===== src/eeprom_pkg.sv =====
`default_nettype none

package eeprom_pkg;

    // eeprom geometry, 2K x 8
    localparam int ADDR_W = 11;
    localparam int DATA_W = 8;
    localparam logic [3:0] DEV_CODE = 4'b1010;

    // scl timing in CLK cycles
    localparam int SCL_HALF = 4;
    localparam int SCL_TICK_W = $clog2(2 * SCL_HALF);

    localparam int FIFO_DEPTH = 4;

    // command word: read flag, address, write data
    localparam int CMD_W = 1 + ADDR_W + DATA_W;

    // wishbone word addresses
    localparam logic [1:0] REG_CMD = 2'd0;
    localparam logic [1:0] REG_RDATA = 2'd1;
    localparam logic [1:0] REG_STATUS = 2'd2;

    // status bit positions
    localparam int ST_BUSY = 0;
    localparam int ST_NACK = 1;
    localparam int ST_CMD_FULL = 2;
    localparam int ST_RD_EMPTY = 3;

endpackage

`default_nettype wire


===== src/eeprom_fifo.sv =====
`timescale 1ns/1ps
`default_nettype none

module eeprom_fifo #(
    parameter type payload_t = logic [7:0],
    parameter int DEPTH = eeprom_pkg::FIFO_DEPTH
) (
    input  wire      CLK,
    input  wire      RESET,
    input  wire      push,
    input  payload_t push_data,
    input  wire      pop,
    output payload_t pop_data,
    output logic     full,
    output logic     empty
);

    typedef logic [$clog2(DEPTH)-1:0] ptr_t;

    payload_t                  mem [DEPTH];
    ptr_t                      wr_ptr;
    ptr_t                      rd_ptr;
    logic [$clog2(DEPTH+1)-1:0] count;
    logic                      do_push;
    logic                      do_pop;

    assign do_pop  = pop && !empty;
    assign do_push = push && (!full || do_pop); // room freed by a same-cycle pop

    assign full     = (count == DEPTH);
    assign empty    = (count == 0);
    assign pop_data = mem[rd_ptr];  // show-ahead head

    always_ff @(posedge CLK)
    begin
        if (do_push)
            mem[wr_ptr] <= push_data;
    end

    always_ff @(posedge CLK)
    begin
        if (RESET)
        begin
            wr_ptr <= '0;
            rd_ptr <= '0;
            count  <= '0;
        end
        else
        begin
            if (do_push)
                wr_ptr <= (wr_ptr == ptr_t'(DEPTH - 1)) ? '0 : wr_ptr + 1'b1;
            if (do_pop)
                rd_ptr <= (rd_ptr == ptr_t'(DEPTH - 1)) ? '0 : rd_ptr + 1'b1;
            if (do_push && !do_pop)
                count <= count + 1'b1;
            else if (do_pop && !do_push)
                count <= count - 1'b1;
        end
    end

endmodule

`default_nettype wire


===== src/eeprom_serial_ctrl.sv =====
`timescale 1ns/1ps
`default_nettype none

module eeprom_serial_ctrl (
    input  wire                              CLK,
    input  wire                              RESET,
    input  wire  [eeprom_pkg::CMD_W-1:0]     cmd_data,
    input  wire                              cmd_empty,
    input  wire                              rd_full,
    input  wire                              sda_in,
    output logic                             cmd_pop,
    output logic                             rd_push,
    output logic [eeprom_pkg::DATA_W-1:0]    rd_data,
    output logic                             busy,
    output logic                             nack_event,
    output logic                             scl,
    output logic                             sda_low
);

    typedef enum logic [3:0] {
        S_IDLE,
        S_START,
        S_CTRL_W,
        S_ADDR,
        S_DATA,
        S_RSTART,
        S_CTRL_R,
        S_READ,
        S_MNACK,
        S_STOP
    } state_t;

    typedef logic [eeprom_pkg::SCL_TICK_W-1:0] tick_t;

    state_t                           state;
    tick_t                            tick;
    logic [3:0]                       bit_cnt;
    logic [eeprom_pkg::DATA_W-1:0]    shreg;
    logic                             sda_smp;
    logic                             cmd_rd;
    logic [eeprom_pkg::ADDR_W-1:0]    cmd_addr;
    logic [eeprom_pkg::DATA_W-1:0]    cmd_wdata;
    logic                             mid_low;
    logic                             rise;
    logic                             sample;
    logic                             mid_high;
    logic                             last;

    // positions inside one scl period, low half first
    assign mid_low  = (tick == tick_t'(eeprom_pkg::SCL_HALF / 2));
    assign rise     = (tick == tick_t'(eeprom_pkg::SCL_HALF - 1));
    assign sample   = (tick == tick_t'(eeprom_pkg::SCL_HALF));
    assign mid_high = (tick == tick_t'(eeprom_pkg::SCL_HALF + eeprom_pkg::SCL_HALF / 2));
    assign last     = (tick == tick_t'(2 * eeprom_pkg::SCL_HALF - 1));

    // a read needs a free slot for its byte
    assign cmd_pop = (state == S_IDLE) && !cmd_empty &&
                     (!cmd_data[eeprom_pkg::CMD_W-1] || !rd_full);
    assign busy    = (state != S_IDLE);

    always_ff @(posedge CLK)
    begin
        if (RESET)
        begin
            state      <= S_IDLE;
            tick       <= '0;
            bit_cnt    <= '0;
            scl        <= 1'b1;
            sda_low    <= 1'b0;
            rd_push    <= 1'b0;
            nack_event <= 1'b0;
        end
        else
        begin
            rd_push    <= 1'b0;
            nack_event <= 1'b0;
            if (state == S_IDLE)
            begin
                tick <= '0;
                if (cmd_pop)
                begin
                    {cmd_rd, cmd_addr, cmd_wdata} <= cmd_data;
                    scl   <= 1'b0;
                    state <= S_START;
                end
            end
            else
            begin
                tick <= last ? '0 : tick + 1'b1;
                if (rise)
                    scl <= 1'b1;
                if (sample)
                    sda_smp <= sda_in;
                if (last && state != S_STOP)
                    scl <= 1'b0;  // bus stays high after stop
                case (state)
                    S_START, S_RSTART:
                    begin
                        if (mid_low)
                            sda_low <= 1'b0;
                        if (mid_high)
                            sda_low <= 1'b1;  // sda falls with scl high
                        if (last)
                        begin
                            shreg   <= {eeprom_pkg::DEV_CODE, cmd_addr[eeprom_pkg::ADDR_W-1:8],
                                        state == S_RSTART};
                            bit_cnt <= '0;
                            state   <= (state == S_START) ? S_CTRL_W : S_CTRL_R;
                        end
                    end
                    S_CTRL_W, S_ADDR, S_DATA, S_CTRL_R:
                    begin
                        if (mid_low)
                            sda_low <= (bit_cnt != 4'd8) && !shreg[7]; // release for ack
                        if (last)
                        begin
                            if (bit_cnt != 4'd8)
                            begin
                                shreg   <= shreg << 1;
                                bit_cnt <= bit_cnt + 1'b1;
                            end
                            else if (sda_smp)
                            begin
                                // no ack, abort and free a waiting reader
                                nack_event <= 1'b1;
                                state      <= S_STOP;
                                if (cmd_rd)
                                begin
                                    rd_push <= 1'b1;
                                    rd_data <= '1;
                                end
                            end
                            else
                            begin
                                bit_cnt <= '0;
                                case (state)
                                    S_CTRL_W:
                                    begin
                                        shreg <= cmd_addr[7:0];
                                        state <= S_ADDR;
                                    end
                                    S_ADDR:
                                    begin
                                        shreg <= cmd_wdata;
                                        state <= cmd_rd ? S_RSTART : S_DATA;
                                    end
                                    S_DATA:
                                        state <= S_STOP;
                                    default:
                                        state <= S_READ;
                                endcase
                            end
                        end
                    end
                    S_READ:
                    begin
                        if (mid_low)
                            sda_low <= 1'b0;
                        if (last)
                        begin
                            shreg   <= {shreg[eeprom_pkg::DATA_W-2:0], sda_smp};
                            bit_cnt <= bit_cnt + 1'b1;
                            if (bit_cnt == 4'd7)
                                state <= S_MNACK;
                        end
                    end
                    S_MNACK:
                    begin
                        if (mid_low)
                            sda_low <= 1'b0;  // master nack ends the read
                        if (last)
                        begin
                            rd_push <= 1'b1;
                            rd_data <= shreg;
                            state   <= S_STOP;
                        end
                    end
                    S_STOP:
                    begin
                        if (mid_low)
                            sda_low <= 1'b1;
                        if (mid_high)
                            sda_low <= 1'b0;  // sda rises with scl high
                        if (last)
                            state <= S_IDLE;
                    end
                    default:
                        state <= S_IDLE;
                endcase
            end
        end
    end

endmodule

`default_nettype wire


===== src/eeprom_top.sv =====
`timescale 1ns/1ps
`default_nettype none

module eeprom_top (
    input  wire         CLK,
    input  wire         RESET,
    input  wire         wb_cyc,
    input  wire         wb_stb,
    input  wire         wb_we,
    input  wire  [1:0]  wb_adr,
    input  wire  [31:0] wb_dat_w,
    output wire  [31:0] wb_dat_r,
    output wire         wb_ack,
    output wire         scl,
    output wire         sda_low,
    input  wire         sda_in
);

    wire                            cmd_push;
    wire [eeprom_pkg::CMD_W-1:0]    cmd_wdata;
    wire                            cmd_full;
    wire                            cmd_pop;
    wire [eeprom_pkg::CMD_W-1:0]    cmd_head;
    wire                            cmd_empty;
    wire                            rd_push;
    wire [eeprom_pkg::DATA_W-1:0]   rd_wdata;
    wire                            rd_full;
    wire                            rd_pop;
    wire [eeprom_pkg::DATA_W-1:0]   rd_head;
    wire                            rd_empty;
    wire                            busy;
    wire                            nack_event;

    eeprom_wb_slave u_wb_slave (
        .CLK        (CLK),
        .RESET      (RESET),
        .wb_cyc     (wb_cyc),
        .wb_stb     (wb_stb),
        .wb_we      (wb_we),
        .wb_adr     (wb_adr),
        .wb_dat_w   (wb_dat_w),
        .wb_dat_r   (wb_dat_r),
        .wb_ack     (wb_ack),
        .cmd_push   (cmd_push),
        .cmd_data   (cmd_wdata),
        .cmd_full   (cmd_full),
        .rd_pop     (rd_pop),
        .rd_data    (rd_head),
        .rd_empty   (rd_empty),
        .busy       (busy),
        .nack_event (nack_event)
    );

    // host to engine
    eeprom_fifo #(
        .payload_t (logic [eeprom_pkg::CMD_W-1:0]),
        .DEPTH     (eeprom_pkg::FIFO_DEPTH)
    ) u_cmd_fifo (
        .CLK       (CLK),
        .RESET     (RESET),
        .push      (cmd_push),
        .push_data (cmd_wdata),
        .pop       (cmd_pop),
        .pop_data  (cmd_head),
        .full      (cmd_full),
        .empty     (cmd_empty)
    );

    // engine back to host
    eeprom_fifo #(
        .payload_t (logic [eeprom_pkg::DATA_W-1:0]),
        .DEPTH     (eeprom_pkg::FIFO_DEPTH)
    ) u_rd_fifo (
        .CLK       (CLK),
        .RESET     (RESET),
        .push      (rd_push),
        .push_data (rd_wdata),
        .pop       (rd_pop),
        .pop_data  (rd_head),
        .full      (rd_full),
        .empty     (rd_empty)
    );

    eeprom_serial_ctrl u_serial_ctrl (
        .CLK        (CLK),
        .RESET      (RESET),
        .cmd_data   (cmd_head),
        .cmd_empty  (cmd_empty),
        .rd_full    (rd_full),
        .sda_in     (sda_in),
        .cmd_pop    (cmd_pop),
        .rd_push    (rd_push),
        .rd_data    (rd_wdata),
        .busy       (busy),
        .nack_event (nack_event),
        .scl        (scl),
        .sda_low    (sda_low)
    );

endmodule

`default_nettype wire


===== src/eeprom_wb_slave.sv =====
`timescale 1ns/1ps
`default_nettype none

module eeprom_wb_slave (
    input  wire                              CLK,
    input  wire                              RESET,
    input  wire                              wb_cyc,
    input  wire                              wb_stb,
    input  wire                              wb_we,
    input  wire  [1:0]                       wb_adr,
    input  wire  [31:0]                      wb_dat_w,
    output logic [31:0]                      wb_dat_r,
    output logic                             wb_ack,
    output logic                             cmd_push,
    output logic [eeprom_pkg::CMD_W-1:0]     cmd_data,
    input  wire                              cmd_full,
    output logic                             rd_pop,
    input  wire  [eeprom_pkg::DATA_W-1:0]    rd_data,
    input  wire                              rd_empty,
    input  wire                              busy,
    input  wire                              nack_event
);

    logic cmd_wr;
    logic rdata_rd;
    logic status_wr;
    logic ready;
    logic nack;

    assign cmd_wr    = wb_we && (wb_adr == eeprom_pkg::REG_CMD);
    assign rdata_rd  = !wb_we && (wb_adr == eeprom_pkg::REG_RDATA);
    assign status_wr = wb_we && (wb_adr == eeprom_pkg::REG_STATUS);

    // back-pressure only on the two fifo registers
    always_comb
    begin
        ready = 1'b1;
        if (cmd_wr)
            ready = !cmd_full;
        else if (rdata_rd)
            ready = !rd_empty;
    end

    always_ff @(posedge CLK)
    begin
        if (RESET)
            wb_ack <= 1'b0;
        else
            wb_ack <= wb_cyc && wb_stb && !wb_ack && ready;
    end

    // fifo handshakes land in the ack cycle
    assign cmd_push = wb_ack && cmd_wr;
    assign cmd_data = wb_dat_w[eeprom_pkg::CMD_W-1:0];
    assign rd_pop   = wb_ack && rdata_rd;

    // sticky, set wins over a clear
    always_ff @(posedge CLK)
    begin
        if (RESET)
            nack <= 1'b0;
        else if (nack_event)
            nack <= 1'b1;
        else if (wb_ack && status_wr && wb_dat_w[eeprom_pkg::ST_NACK])
            nack <= 1'b0;
    end

    always_comb
    begin
        wb_dat_r = '0;
        case (wb_adr)
            eeprom_pkg::REG_RDATA:
                wb_dat_r[eeprom_pkg::DATA_W-1:0] = rd_data;
            eeprom_pkg::REG_STATUS:
            begin
                wb_dat_r[eeprom_pkg::ST_BUSY]     = busy;
                wb_dat_r[eeprom_pkg::ST_NACK]     = nack;
                wb_dat_r[eeprom_pkg::ST_CMD_FULL] = cmd_full;
                wb_dat_r[eeprom_pkg::ST_RD_EMPTY] = rd_empty;
            end
            default:
                wb_dat_r = '0;  // cmd reads back as zero
        endcase
    end

endmodule

`default_nettype wire


===== config.mk =====
export PLATFORM = sky130hd
export DESIGN_NAME = eeprom_top
export DESIGN_NICKNAME = d
export VERILOG_FILES = /design/src/eeprom_pkg.sv /design/src/eeprom_fifo.sv /design/src/eeprom_serial_ctrl.sv /design/src/eeprom_top.sv /design/src/eeprom_wb_slave.sv
export SDC_FILE = /design/constraint.sdc
export NUM_CORES = 1
export LEC_CHECK = 0
export BUFFER_PORTS_ARGS = -buffer_cell sky130_fd_sc_hd__buf_2
export CAP_MARGIN = 20
export CORE_ASPECT_RATIO = 1.25
export CORE_UTILIZATION = 40
export DETAILED_ROUTE_END_ITERATION = 7
export GPL_TIMING_DRIVEN = 1
export MAX_ROUTING_LAYER = met4
export PLACE_DENSITY = 0.56
export SLEW_MARGIN = 25
export SYNTH_ARGS = -nofsm -noshare
export SYNTH_HDL_FRONTEND = slang
export SYNTH_SLANG_ARGS = --single-unit
export TNS_END_PERCENT = 100

===== constraint.sdc =====
create_clock -name CLK -period 3.7 [get_ports CLK]
set_input_delay 0.185 -clock CLK [delete_from_list [all_inputs] [get_ports CLK]]
set_output_delay 0.185 -clock CLK [all_outputs]
set_load 0.02 [all_outputs]

==> results of run 1 <==
[state kept, by name, summed over array words and instances, names as in the netlist, named ones only]
name,count
u_cmd_fifo.count,3
u_cmd_fifo.mem,80
u_cmd_fifo.rd_ptr,2
u_cmd_fifo.wr_ptr,2
u_rd_fifo.count,3
u_rd_fifo.mem,32
u_rd_fifo.rd_ptr,2
u_rd_fifo.wr_ptr,2
u_serial_ctrl.bit_cnt,4
u_serial_ctrl.cmd_addr,11
u_serial_ctrl.cmd_rd,1
u_serial_ctrl.cmd_wdata,8
u_serial_ctrl.nack_event,1
u_serial_ctrl.rd_data,8
u_serial_ctrl.rd_push,1
u_serial_ctrl.scl,1
u_serial_ctrl.sda_smp,1
u_serial_ctrl.shreg,8
u_serial_ctrl.state,4
u_serial_ctrl.tick,3
u_wb_slave.nack,1
u_wb_slave.wb_ack,1
[power by group]
part / switching (mW) / leakage (nW) / internal (mW)
logic: 0.528 / 1.14 / 0.388
clock network: 0.799 / 0.287 / 1.02
registers: 0.106 / 1.60 / 2.40
[worst min-delay path by stage]
| stage | startpoint | end | slack [ns] | cells past startpoint |
|---|---|---|---|---|
| detailed placement | sda_in | u_serial_ctrl.sda_smp$_DFFE_PP_ | 0.37 | 1 |
| global route | wb_dat_w[1] | u_cmd_fifo.mem[2][1]$_DFFE_PP_ | 0.04 | 1 |
| finish | wb_dat_w[1] | u_cmd_fifo.mem[2][1]$_DFFE_PP_ | 0.04 | 1 |
| CTS | wb_dat_w[1] | u_cmd_fifo.mem[3][1]$_DFFE_PP_ | 0.02 | 1 |
| floorplan | wb_dat_w[0] | u_cmd_fifo.mem[0][0]$_DFFE_PP_ | 0.28 | 0 |
| global placement | sda_in | u_serial_ctrl.sda_smp$_DFFE_PP_ | 0.37 | 1 |
[through the flow]
stage	area, um^2	setup slack (ns)
after floorplan	7870	1.13
after global placement	8160	0.827
after detailed placement	8160	0.700
after CTS	8970	0.706
after global routing	8970	0.553
final	8970	0.703
[layer usage]
layer | vias to the layer above | track usage | part of all wire
li1 | 2061 | - | -
met2 | 84 | 0.282 | 0.55
met1 | 2137 | 0.172 | 0.41
met3 | 15 | 0.0321 | 0.031
met5 | - | - | 0
met4 | 0 | 0.0612 | 0.015
[area by class of cell]
type | count | area [um^2]
Fill cell | 1650 | 9940
Sequential cell | 184 | 5170
Multi-Input combinational cell | 290 | 2350
Timing Repair Buffer | 70 | 485
Clock buffer | 18 | 429
Tap cell | 232 | 290
Clock inverter | 14 | 161
Inverter | 21 | 78.8
[cell usage after synthesis (6+ instances only)]
cell type,n,area (um^2)
edfxtp_1,149,4470
nand3_1,8,40.0
dfxtp_1,35,701
a21oi_1,20,100
inv_1,19,71.3
o21ai_0,14,70.1
and2_1,9,56.3
nor3_1,13,65.1
nor2_1,31,116
nand2_1,21,78.8
buf_4,24,180
mux2i_1,13,130
or3_1,12,75.1
mux4_2,28,631
clkbuf_1,13,48.8
nand2b_1,6,37.5
ha_1,22,275
[repair_timing]
action,in CTS,in global routing
hold buffers,22,0
resized for setup,0,0
hold endpoints to repair,78,0
[kinds of logic (layout without fill, tap and decap cells)]
kind of cell	after synthesis	count (layout)
flip-flops	184	184
AND/OR/NAND/NOR	124	124
AO/OA/AOI/OAI	72	72
buffers and inverters	66	123
multiplexers	41	41
adder cells (fa/ha/maj)	24	24
XOR/XNOR	5	5
other	1	24
[cells in the final DEF, fill, tap and decap left out, types with 13 or more instances in the layout]
cell type,count
a21oi_1,20
buf_2,38
clkbuf_16,17
conb_1,24
dfxtp_1,35
dlygate4sd3_1,22
edfxtp_1,149
ha_1,22
inv_1,19
mux2i_1,13
mux4_2,28
nand2_1,21
nor2_1,31
nor3_1,13
o21ai_0,14
==> out/metrics.cfg, run 1 <==
[synthesis]
synth_cell_types = 53
avgSynthCellArea_um2 = 15.1
netlist_area_mm2 = 0.00779
async_flop_share = 0
yosys.area_share.simple = 0.0828
synth_xor_xnor_area_share = 0.00562
synth-compound-area-share = 0.0641
syn_inst = 517
muxShareOfSynthArea = 0.0977
synth_edf_count = 149
synth_adder_area_share = 0.0405
synth_top_flop_cell = edfxtp_1
ys_seq_elements = 184
ys_seq_area_frac = 0.665
synth_top_family_by_area = multiplexers
ys_warn_count = 0

[setup_path]
worstReg2RegEnd = u_cmd_fifo.count[2]$_SDFFE_PP0P_
slowest_delay_ns = 0.64
cp_max_fo = 20
path_buf_inv = 1
cp_num_cells = 9
critPathTopFamily = simple AND/OR/NAND/NOR gates
reg2reg_setup_slack_ns = 0.70
crit_chain = or4_4 -> a31o_4 -> a21oi_4 -> ha_1 -> inv_1 -> fa_1 -> xor2_1 -> or3_1 -> a21oi_1
crit_start = u_serial_ctrl.state[0]$_SDFFE_PP0P_
rr_startpoint = u_serial_ctrl.state[0]$_SDFFE_PP0P_
worst-endpoint-arrival_ns = 3.35
worst_r2r_path_depth = 9
cp.required_ns = 4.05
crit_type = flip-flop to flip-flop
crit_slowest_cell = or4_4
crit_path_start_kind = flip-flop
setup.worst_path.end = u_cmd_fifo.count[2]$_SDFFE_PP0P_
worstSetupEndpointType = flip-flop

[floorplanning]
dieArea_mm2 = 0.0200
start_util = 0.412
die_h_um = 158
die_x_um = 127
io_pins = 75
core_mm2 = 0.0189
num_rows = 56

[routing]
wl_per_cell_um = 17.0
wl_um = 14100
drc = 0
drt_iter0_drc = 181
first_pass_iters = 6
ant_nets = 0
vias = 4297
detail_route.vias_per_cell = 5.18

[placed_design]
place_hpwl_um = 9500
gp_congestion = 0.806
port_buffers = 38
dp.cells = 775

[timing]
setup-tns-final_ns = 0
rsz0062_at_grt = false
fmax_mhz = 334
hold_viol = 0
maxSlewHeadroom = 0.556
slew_violations = 0
finClkSkew_ns = 0.00862
post-route-period-util = 0.810
fin_crit_ns = 3.00
finalSetupViolCount = 0
worst_slew_pin_slew_ns = 0.665
whs_ns = 0.0396

[layout]
drive_above_1_share = 0.191
layout.nets = 648
fin_util = 0.474
fin_cells = 829
syn_to_final_growth_pct = 15.2
num_antenna_cells = 0

[grt]
grt_pass1_vias = 4525
grtUsageTotal = 0.157
grt_pass1_wl_um = 22900
grt_max_degree = 29
antenna_found_initial = 0
grt.overflow.total = 0

[pwr]
power-per-cell-area_mw_per_mm2 = 584
peakVddDrop_v = 0.000347
power.total_mw = 5.24
power_leakage_nw = 3.03

[clock_tree]
clkTransAtPathRegs_ns = 0.07
clk_path_buf_depth = 2
cts_buffers = 17
numClockSinks = 184
root_buffer = clkbuf_16
tritoncts = done
clk_latency_ns = 0.43
cts_setup_buffers = 0
h-tree-depth = 4

[worst_hold_path]
hold_class = input port to flip-flop

[run]
max_cap_viol_count = 0

[outcome]
status = completed

No activity file was read; power rests on OpenSTA's default activity.
==> run 2, diff against run 1 <==
Settings changed: PLACE_DENSITY 0.56 to 0.58.
Clock period 3.7 ns to 2.56 ns, I/O delays scaled along.
==> out/metrics.cfg, run 2 (same netlist as run 1, synthesis figures left out) <==
[routing]
routed-wl-met3_um = 396  ; -8.3%
first_pass_iters = 4  ; -2
wl_met2_um = 7730  ; about the same
wl_met1_um = 5900  ; +2.7%
detail_route.vias_per_cell = 5.14  ; -0.88%
ant_nets = 0  ; unchanged
wl_per_cell_um = 16.8  ; -1.7%
drc = 0  ; unchanged
wl_um = 14200  ; +0.60%
drt_iter0_drc = 233  ; +29%
vias = 4357  ; +1.4%
highest_layer = met4

[setup_path]
worst_r2r_path_depth = 9  ; unchanged
crit_type = flip-flop to flip-flop
cp_max_fo = 2  ; -90%
path_buf_inv = 1  ; unchanged
crit_chain = mux4_2 -> a31o_4 -> a21oi_4 -> ha_4 -> inv_2 -> fa_2 -> xor2_1 -> or3_1 -> a21oi_1
crit_slowest_cell = mux4_2
slowest_delay_ns = 0.51  ; -0.13 ns
crit_path_start_kind = flip-flop
cp_num_cells = 9  ; unchanged
worst-endpoint-arrival_ns = 2.88  ; -0.47 ns
critPathTopFamily = compound AO/OA/AOI/OAI gates
cp.required_ns = 2.92  ; -1.13 ns
worstSetupEndpointType = flip-flop

[layout]
syn_to_final_growth_pct = 19.0
layout.nets = 667  ; +2.9%
fin_cells = 848  ; +2.3%
largest_reg_flops = 80  ; unchanged
num_antenna_cells = 0  ; unchanged
ff_latch_area_mm2 = 0.00518  ; about the same
multi_input_area_mm2 = 0.00237  ; +0.85%
regMostFlops = u_cmd_fifo.mem
drive_above_1_share = 0.227  ; +0.0363
postLayoutCellArea_mm2 = 0.00926  ; +3.2%
layout.cells.most_common_list = edfxtp_1 (149), buf_2 (38), dfxtp_1 (34)
fin_util = 0.490  ; +0.0153
mostFrequentLayoutCell = edfxtp_1
num-fill-cells = 1624  ; -1.6%

[placed_design]
pre_cts_ws_ns = -0.0387  ; -0.739 ns
place_hpwl_um = 9790  ; +3.0%
dp.cells = 792  ; +2.2%
gp_congestion = 0.878  ; +8.9%
place_area_mm2 = 0.00836  ; +2.4%
port_buffers = 38  ; unchanged

[clock_tree]
numClockSinks = 184  ; unchanged
tritoncts = done
h-tree-depth = 4  ; unchanged
clkTransAtPathRegs_ns = 0.07  ; about the same
root_buffer = clkbuf_16
clk_path_buf_depth = 2  ; unchanged
clk_latency_ns = 0.43  ; about the same
cts_buffers = 17  ; unchanged

[grt]
grt_pass1_vias = 4471  ; -1.2%
grt_max_degree = 28  ; -3.4%
grt.overflow.total = 0  ; unchanged
antenna_found_initial = 0  ; unchanged
grtUsageTotal = 0.159  ; +0.00151
grt_pass1_wl_um = 22800  ; -0.52%

[pwr]
power.total_mw = 7.90  ; +51%
power-per-cell-area_mw_per_mm2 = 853  ; +46%
power_leakage_nw = 3.17  ; +4.6%
peakVddDrop_v = 0.000723  ; +110%

[timing]
fmax_mhz = 398  ; +19%
slew_violations = 0  ; unchanged
setup-tns-final_ns = 0  ; unchanged
post-route-period-util = 0.982  ; +0.172
hold_viol = 0  ; unchanged
maxSlewHeadroom = 0.329  ; -0.226
finalWorstSetupSlack_ns = 0.0455  ; -0.657 ns
fin_crit_ns = 2.51  ; -0.483 ns
finalSetupViolCount = 0  ; unchanged
finClkSkew_ns = 0.00908  ; +0.000455 ns
rsz0062_at_grt = true
whs_ns = 0.103  ; +0.0635 ns
worst_slew_pin_slew_ns = 0.999  ; +0.333 ns

[floorplanning]
die_x_um = 127  ; unchanged
dieArea_mm2 = 0.0200  ; unchanged
start_util = 0.412  ; unchanged
core_mm2 = 0.0189  ; unchanged
die_h_um = 158  ; unchanged
num_rows = 56  ; unchanged
io_pins = 75  ; unchanged

[run]
max_cap_viol_count = 0  ; unchanged

[outcome]
status = completed

[worst_hold_path]
hold_depth = 4  ; +3
hold_class = input port to flip-flop

run 2: changes by cell type in the layout (fill, tap and decap cells not counted), moves of 2 or more:
cell      before  now
clkinv_8       0    5
buf_4         10   23
buf_12         0    5
clkinv_1       3    1
inv_6          5    2
run 2: what timing repair did:
item	CTS	global route
hold buffers	23	0
setup buffers	0	1
endpoints found under the setup margin	1	1
hold endpoints to repair	82	0
gates resized for setup	2	1
pin swaps	0	4
cloned	0	0
run 2: cell type report:
type,instances,share of cell area
clock buffer,17,0.0459
tap,232,0.0313
clock inverter,15,0.0243
timing repair buffer,89,0.0748
sequential,184,0.559
multi-input combinational,290,0.256
inverter,21,0.00851
run 2: report_power, final:
group / switching, mW / leakage [nW] / internal [mW]
Combinational: 0.843 / 1.25 / 0.687
Sequential: 0.108 / 1.60 / 3.47
Clock: 1.26 / 0.317 / 1.52
Total: 2.21 / 3.17 / 5.68
run 2: final timing paths:
| path | from | endpoint | slack, ns |
|---|---|---|---|
| setup reg to reg | u_cmd_fifo.mem[3][19]$_DFFE_PP_ | u_cmd_fifo.count[2]$_SDFFE_PP0P_ | 0.05 |
| hold reg to reg | u_serial_ctrl.nack_event$_SDFF_PP0_ | u_wb_slave.nack$_SDFFE_PP0P_ | 0.44 |
| hold / removal | wb_we | u_wb_slave.wb_ack$_SDFF_PP0_ | 0.10 |
| setup / recovery | u_cmd_fifo.mem[3][19]$_DFFE_PP_ | u_cmd_fifo.count[2]$_SDFFE_PP0P_ | 0.05 |
run 2: metal layers:
metal,track usage,up-vias
li1,-,2101
met1,0.173,2163
met2,0.285,78
met3,0.0308,15
met4,0.0680,0
met5,-,-
run 2: worst min-delay path, delay by kind of cell:
kind	cells	cell delay [ns]
buf+inv	1	0.13
compound gates	1	0.10
simple gates	2	0.13
==> run 3, diff against run 2 <==
Settings changed: RECOVER_POWER from default to 50.
==> out/metrics.cfg, run 3 (same netlist as run 1, synthesis figures left out) <==
[layout]
num_antenna_cells = 0  ; unchanged
layout.nets = 667  ; unchanged
regMostFlops = u_cmd_fifo.mem
largest_reg_flops = 80  ; unchanged
layout.cells.most_common_list = edfxtp_1 (149), dfxtp_1 (34), nor2_1 (31)
mostFrequentLayoutCell = edfxtp_1
drive_above_1_share = 0.180  ; -0.0471
syn_to_final_growth_pct = 18.3
num-fill-cells = 1644  ; +1.2%

[setup_path]
cp_max_fo = 2  ; unchanged
rr_startpoint = u_cmd_fifo.mem[3][19]$_DFFE_PP_
crit_path_start_kind = flip-flop
worstSetupEndpointType = flip-flop
worst_r2r_path_depth = 9  ; unchanged
cp.required_ns = 2.92  ; about the same
crit_type = flip-flop to flip-flop
crit_start = u_cmd_fifo.mem[3][19]$_DFFE_PP_
worst-endpoint-arrival_ns = 2.88  ; about the same

[grt]
grt.overflow.total = 0  ; unchanged
grt_pass1_wl_um = 22800  ; unchanged
grtUsageTotal = 0.159  ; unchanged
grt_pass1_vias = 4471  ; unchanged
grt_max_degree = 28  ; unchanged
antenna_found_initial = 0  ; unchanged

[pwr]
clockPowerShare = 0.355  ; +0.002
peakVddDrop_v = 0.000720  ; -0.36%
sw_frac_of_total = 0.283  ; +0.00226
intPower_mw = 5.65  ; -0.64%
power_leakage_nw = 3.08  ; -2.7%
switchingPower_mw = 2.23  ; +0.48%
power_frac_comb = 0.190  ; -0.004
power-per-cell-area_mw_per_mm2 = 855  ; +0.23%
p_seq_frac = 0.455  ; +0.002
power.total_mw = 7.87  ; -0.33%

[timing]
rsz0062_at_grt = true
whs_ns = 0.101  ; -0.00232 ns
fmax_mhz = 397  ; -0.10%
worst_slew_pin_slew_ns = 1.00  ; +0.00488 ns
maxSlewHeadroom = 0.326  ; -0.00328
fin_crit_ns = 2.52  ; +0.00254 ns
slew_violations = 0  ; unchanged
hold_viol = 0  ; unchanged
post-route-period-util = 0.983  ; +0.000991
finalSetupViolCount = 0  ; unchanged
finClkSkew_ns = 0.00946  ; +0.000389 ns

[floorplanning]
die_x_um = 127  ; unchanged
start_util = 0.412  ; unchanged
io_pins = 75  ; unchanged
core_mm2 = 0.0189  ; unchanged
die_h_um = 158  ; unchanged
num_rows = 56  ; unchanged
dieArea_mm2 = 0.0200  ; unchanged

[clock_tree]
h-tree-depth = 4  ; unchanged
clk_latency_ns = 0.44  ; about the same
root_buffer = clkbuf_16
tritoncts = done
cts_buffers = 17  ; unchanged
numClockSinks = 184  ; unchanged
clkTransAtPathRegs_ns = 0.07  ; about the same
clk_path_buf_depth = 2  ; unchanged

[worst_hold_path]
hp-start = wb_we
hold_depth = 4  ; unchanged
hold_class = input port to flip-flop

[routing]
ant_nets = 0  ; unchanged
first_pass_iters = 4  ; unchanged
vias = 4379  ; +0.50%
detail_route.vias_per_cell = 5.16  ; +0.50%
drt_iter0_drc = 242  ; +3.9%
wl_um = 14300  ; +0.49%
wl_per_cell_um = 16.8  ; +0.49%
drc = 0  ; unchanged

[run]
max_cap_viol_count = 0  ; unchanged

[placed_design]
port_buffers = 38  ; unchanged
gp_congestion = 0.878  ; unchanged
place_hpwl_um = 9790  ; unchanged

[outcome]
status = completed

## run 3: cell types whose count changed in the layout (fill, tap and decap cells not counted)
cell and change:
buf_2 -24, buf_4 -6, clkbuf_1 +29, clkbuf_2 +1
## run 3: layer usage
metal	GRT usage	up-vias	part of all wire
li1	-	2103	-
met1	0.173	2180	0.42
met2	0.285	77	0.54
met3	0.0308	19	0.027
met4	0.0680	0	0.014
met5	-	-	0
## run 3: area by class of cell
cell class | count | area, um^2 | area share
clock buffers | 17 | 425 | 0.0462
clock inverters | 15 | 225 | 0.0244
inverters | 21 | 78.8 | 0.00856
multi-input cells | 290 | 2370 | 0.258
flip-flops and latches | 184 | 5180 | 0.562
well taps | 232 | 290 | 0.0315
repair buffers | 89 | 642 | 0.0697
## run 3: worst paths after layout
| kind | to | slack [ns] |
|---|---|---|
| worst min register to register | u_wb_slave.nack$_SDFFE_PP0P_ | 0.44 |
| worst max-delay path | u_cmd_fifo.count[2]$_SDFFE_PP0P_ | 0.04 |
| worst max register to register | u_cmd_fifo.count[2]$_SDFFE_PP0P_ | 0.04 |
| worst min-delay path | u_wb_slave.wb_ack$_SDFF_PP0_ | 0.10 |
## run 3: what timing repair did
item | CTS | global route
hold buffers | 23 | 0
resized for setup | 2 | 1
pin swaps | 0 | 4
buffers inserted | 0 | 1
endpoints found under the hold margin | 82 | 0
setup endpoints to repair | 1 | 1
## run 3: worst max-delay path, stage by stage, from the launching register on
cell,delay (ns)
edfxtp_1,0.37
mux4_2,0.51
a31o_4,0.27
a21oi_4,0.17
ha_4,0.16
inv_2,0.03
fa_2,0.33
xor2_1,0.17
or3_1,0.31
a21oi_1,0.13
## run 3: through the flow
step / instance area (um^2) / TNS (ns) / setup slack (ns) / util / std cells
after floorplan: 7880 / 0 / 0.00987 / - / 540
after global placement: 8360 / 0 / 0.0602 / 0.442 / 792
after detailed placement: 8360 / -0.0387 / -0.0387 / 0.442 / 792
after CTS: 9250 / 0 / 0.000460 / 0.489 / 847
after global routing: 9210 / -0.0177 / -0.0177 / 0.487 / 848
final: 9210 / 0 / 0.0429 / 0.487 / 848
## run 3: power by group through the flow
| stage | clock (mW) | sequential, mW | combinational [mW] |
|---|---|---|---|
| after floorplan | 0 | 3.63 | 1.05 |
| final | 2.80 | 3.58 | 1.50 |
| after global routing | 2.97 | 3.60 | 1.65 |
| after detailed placement | 0 | 3.65 | 1.50 |
| after global placement | 0 | 3.64 | 1.47 |
| after CTS | 2.86 | 3.58 | 1.55 |
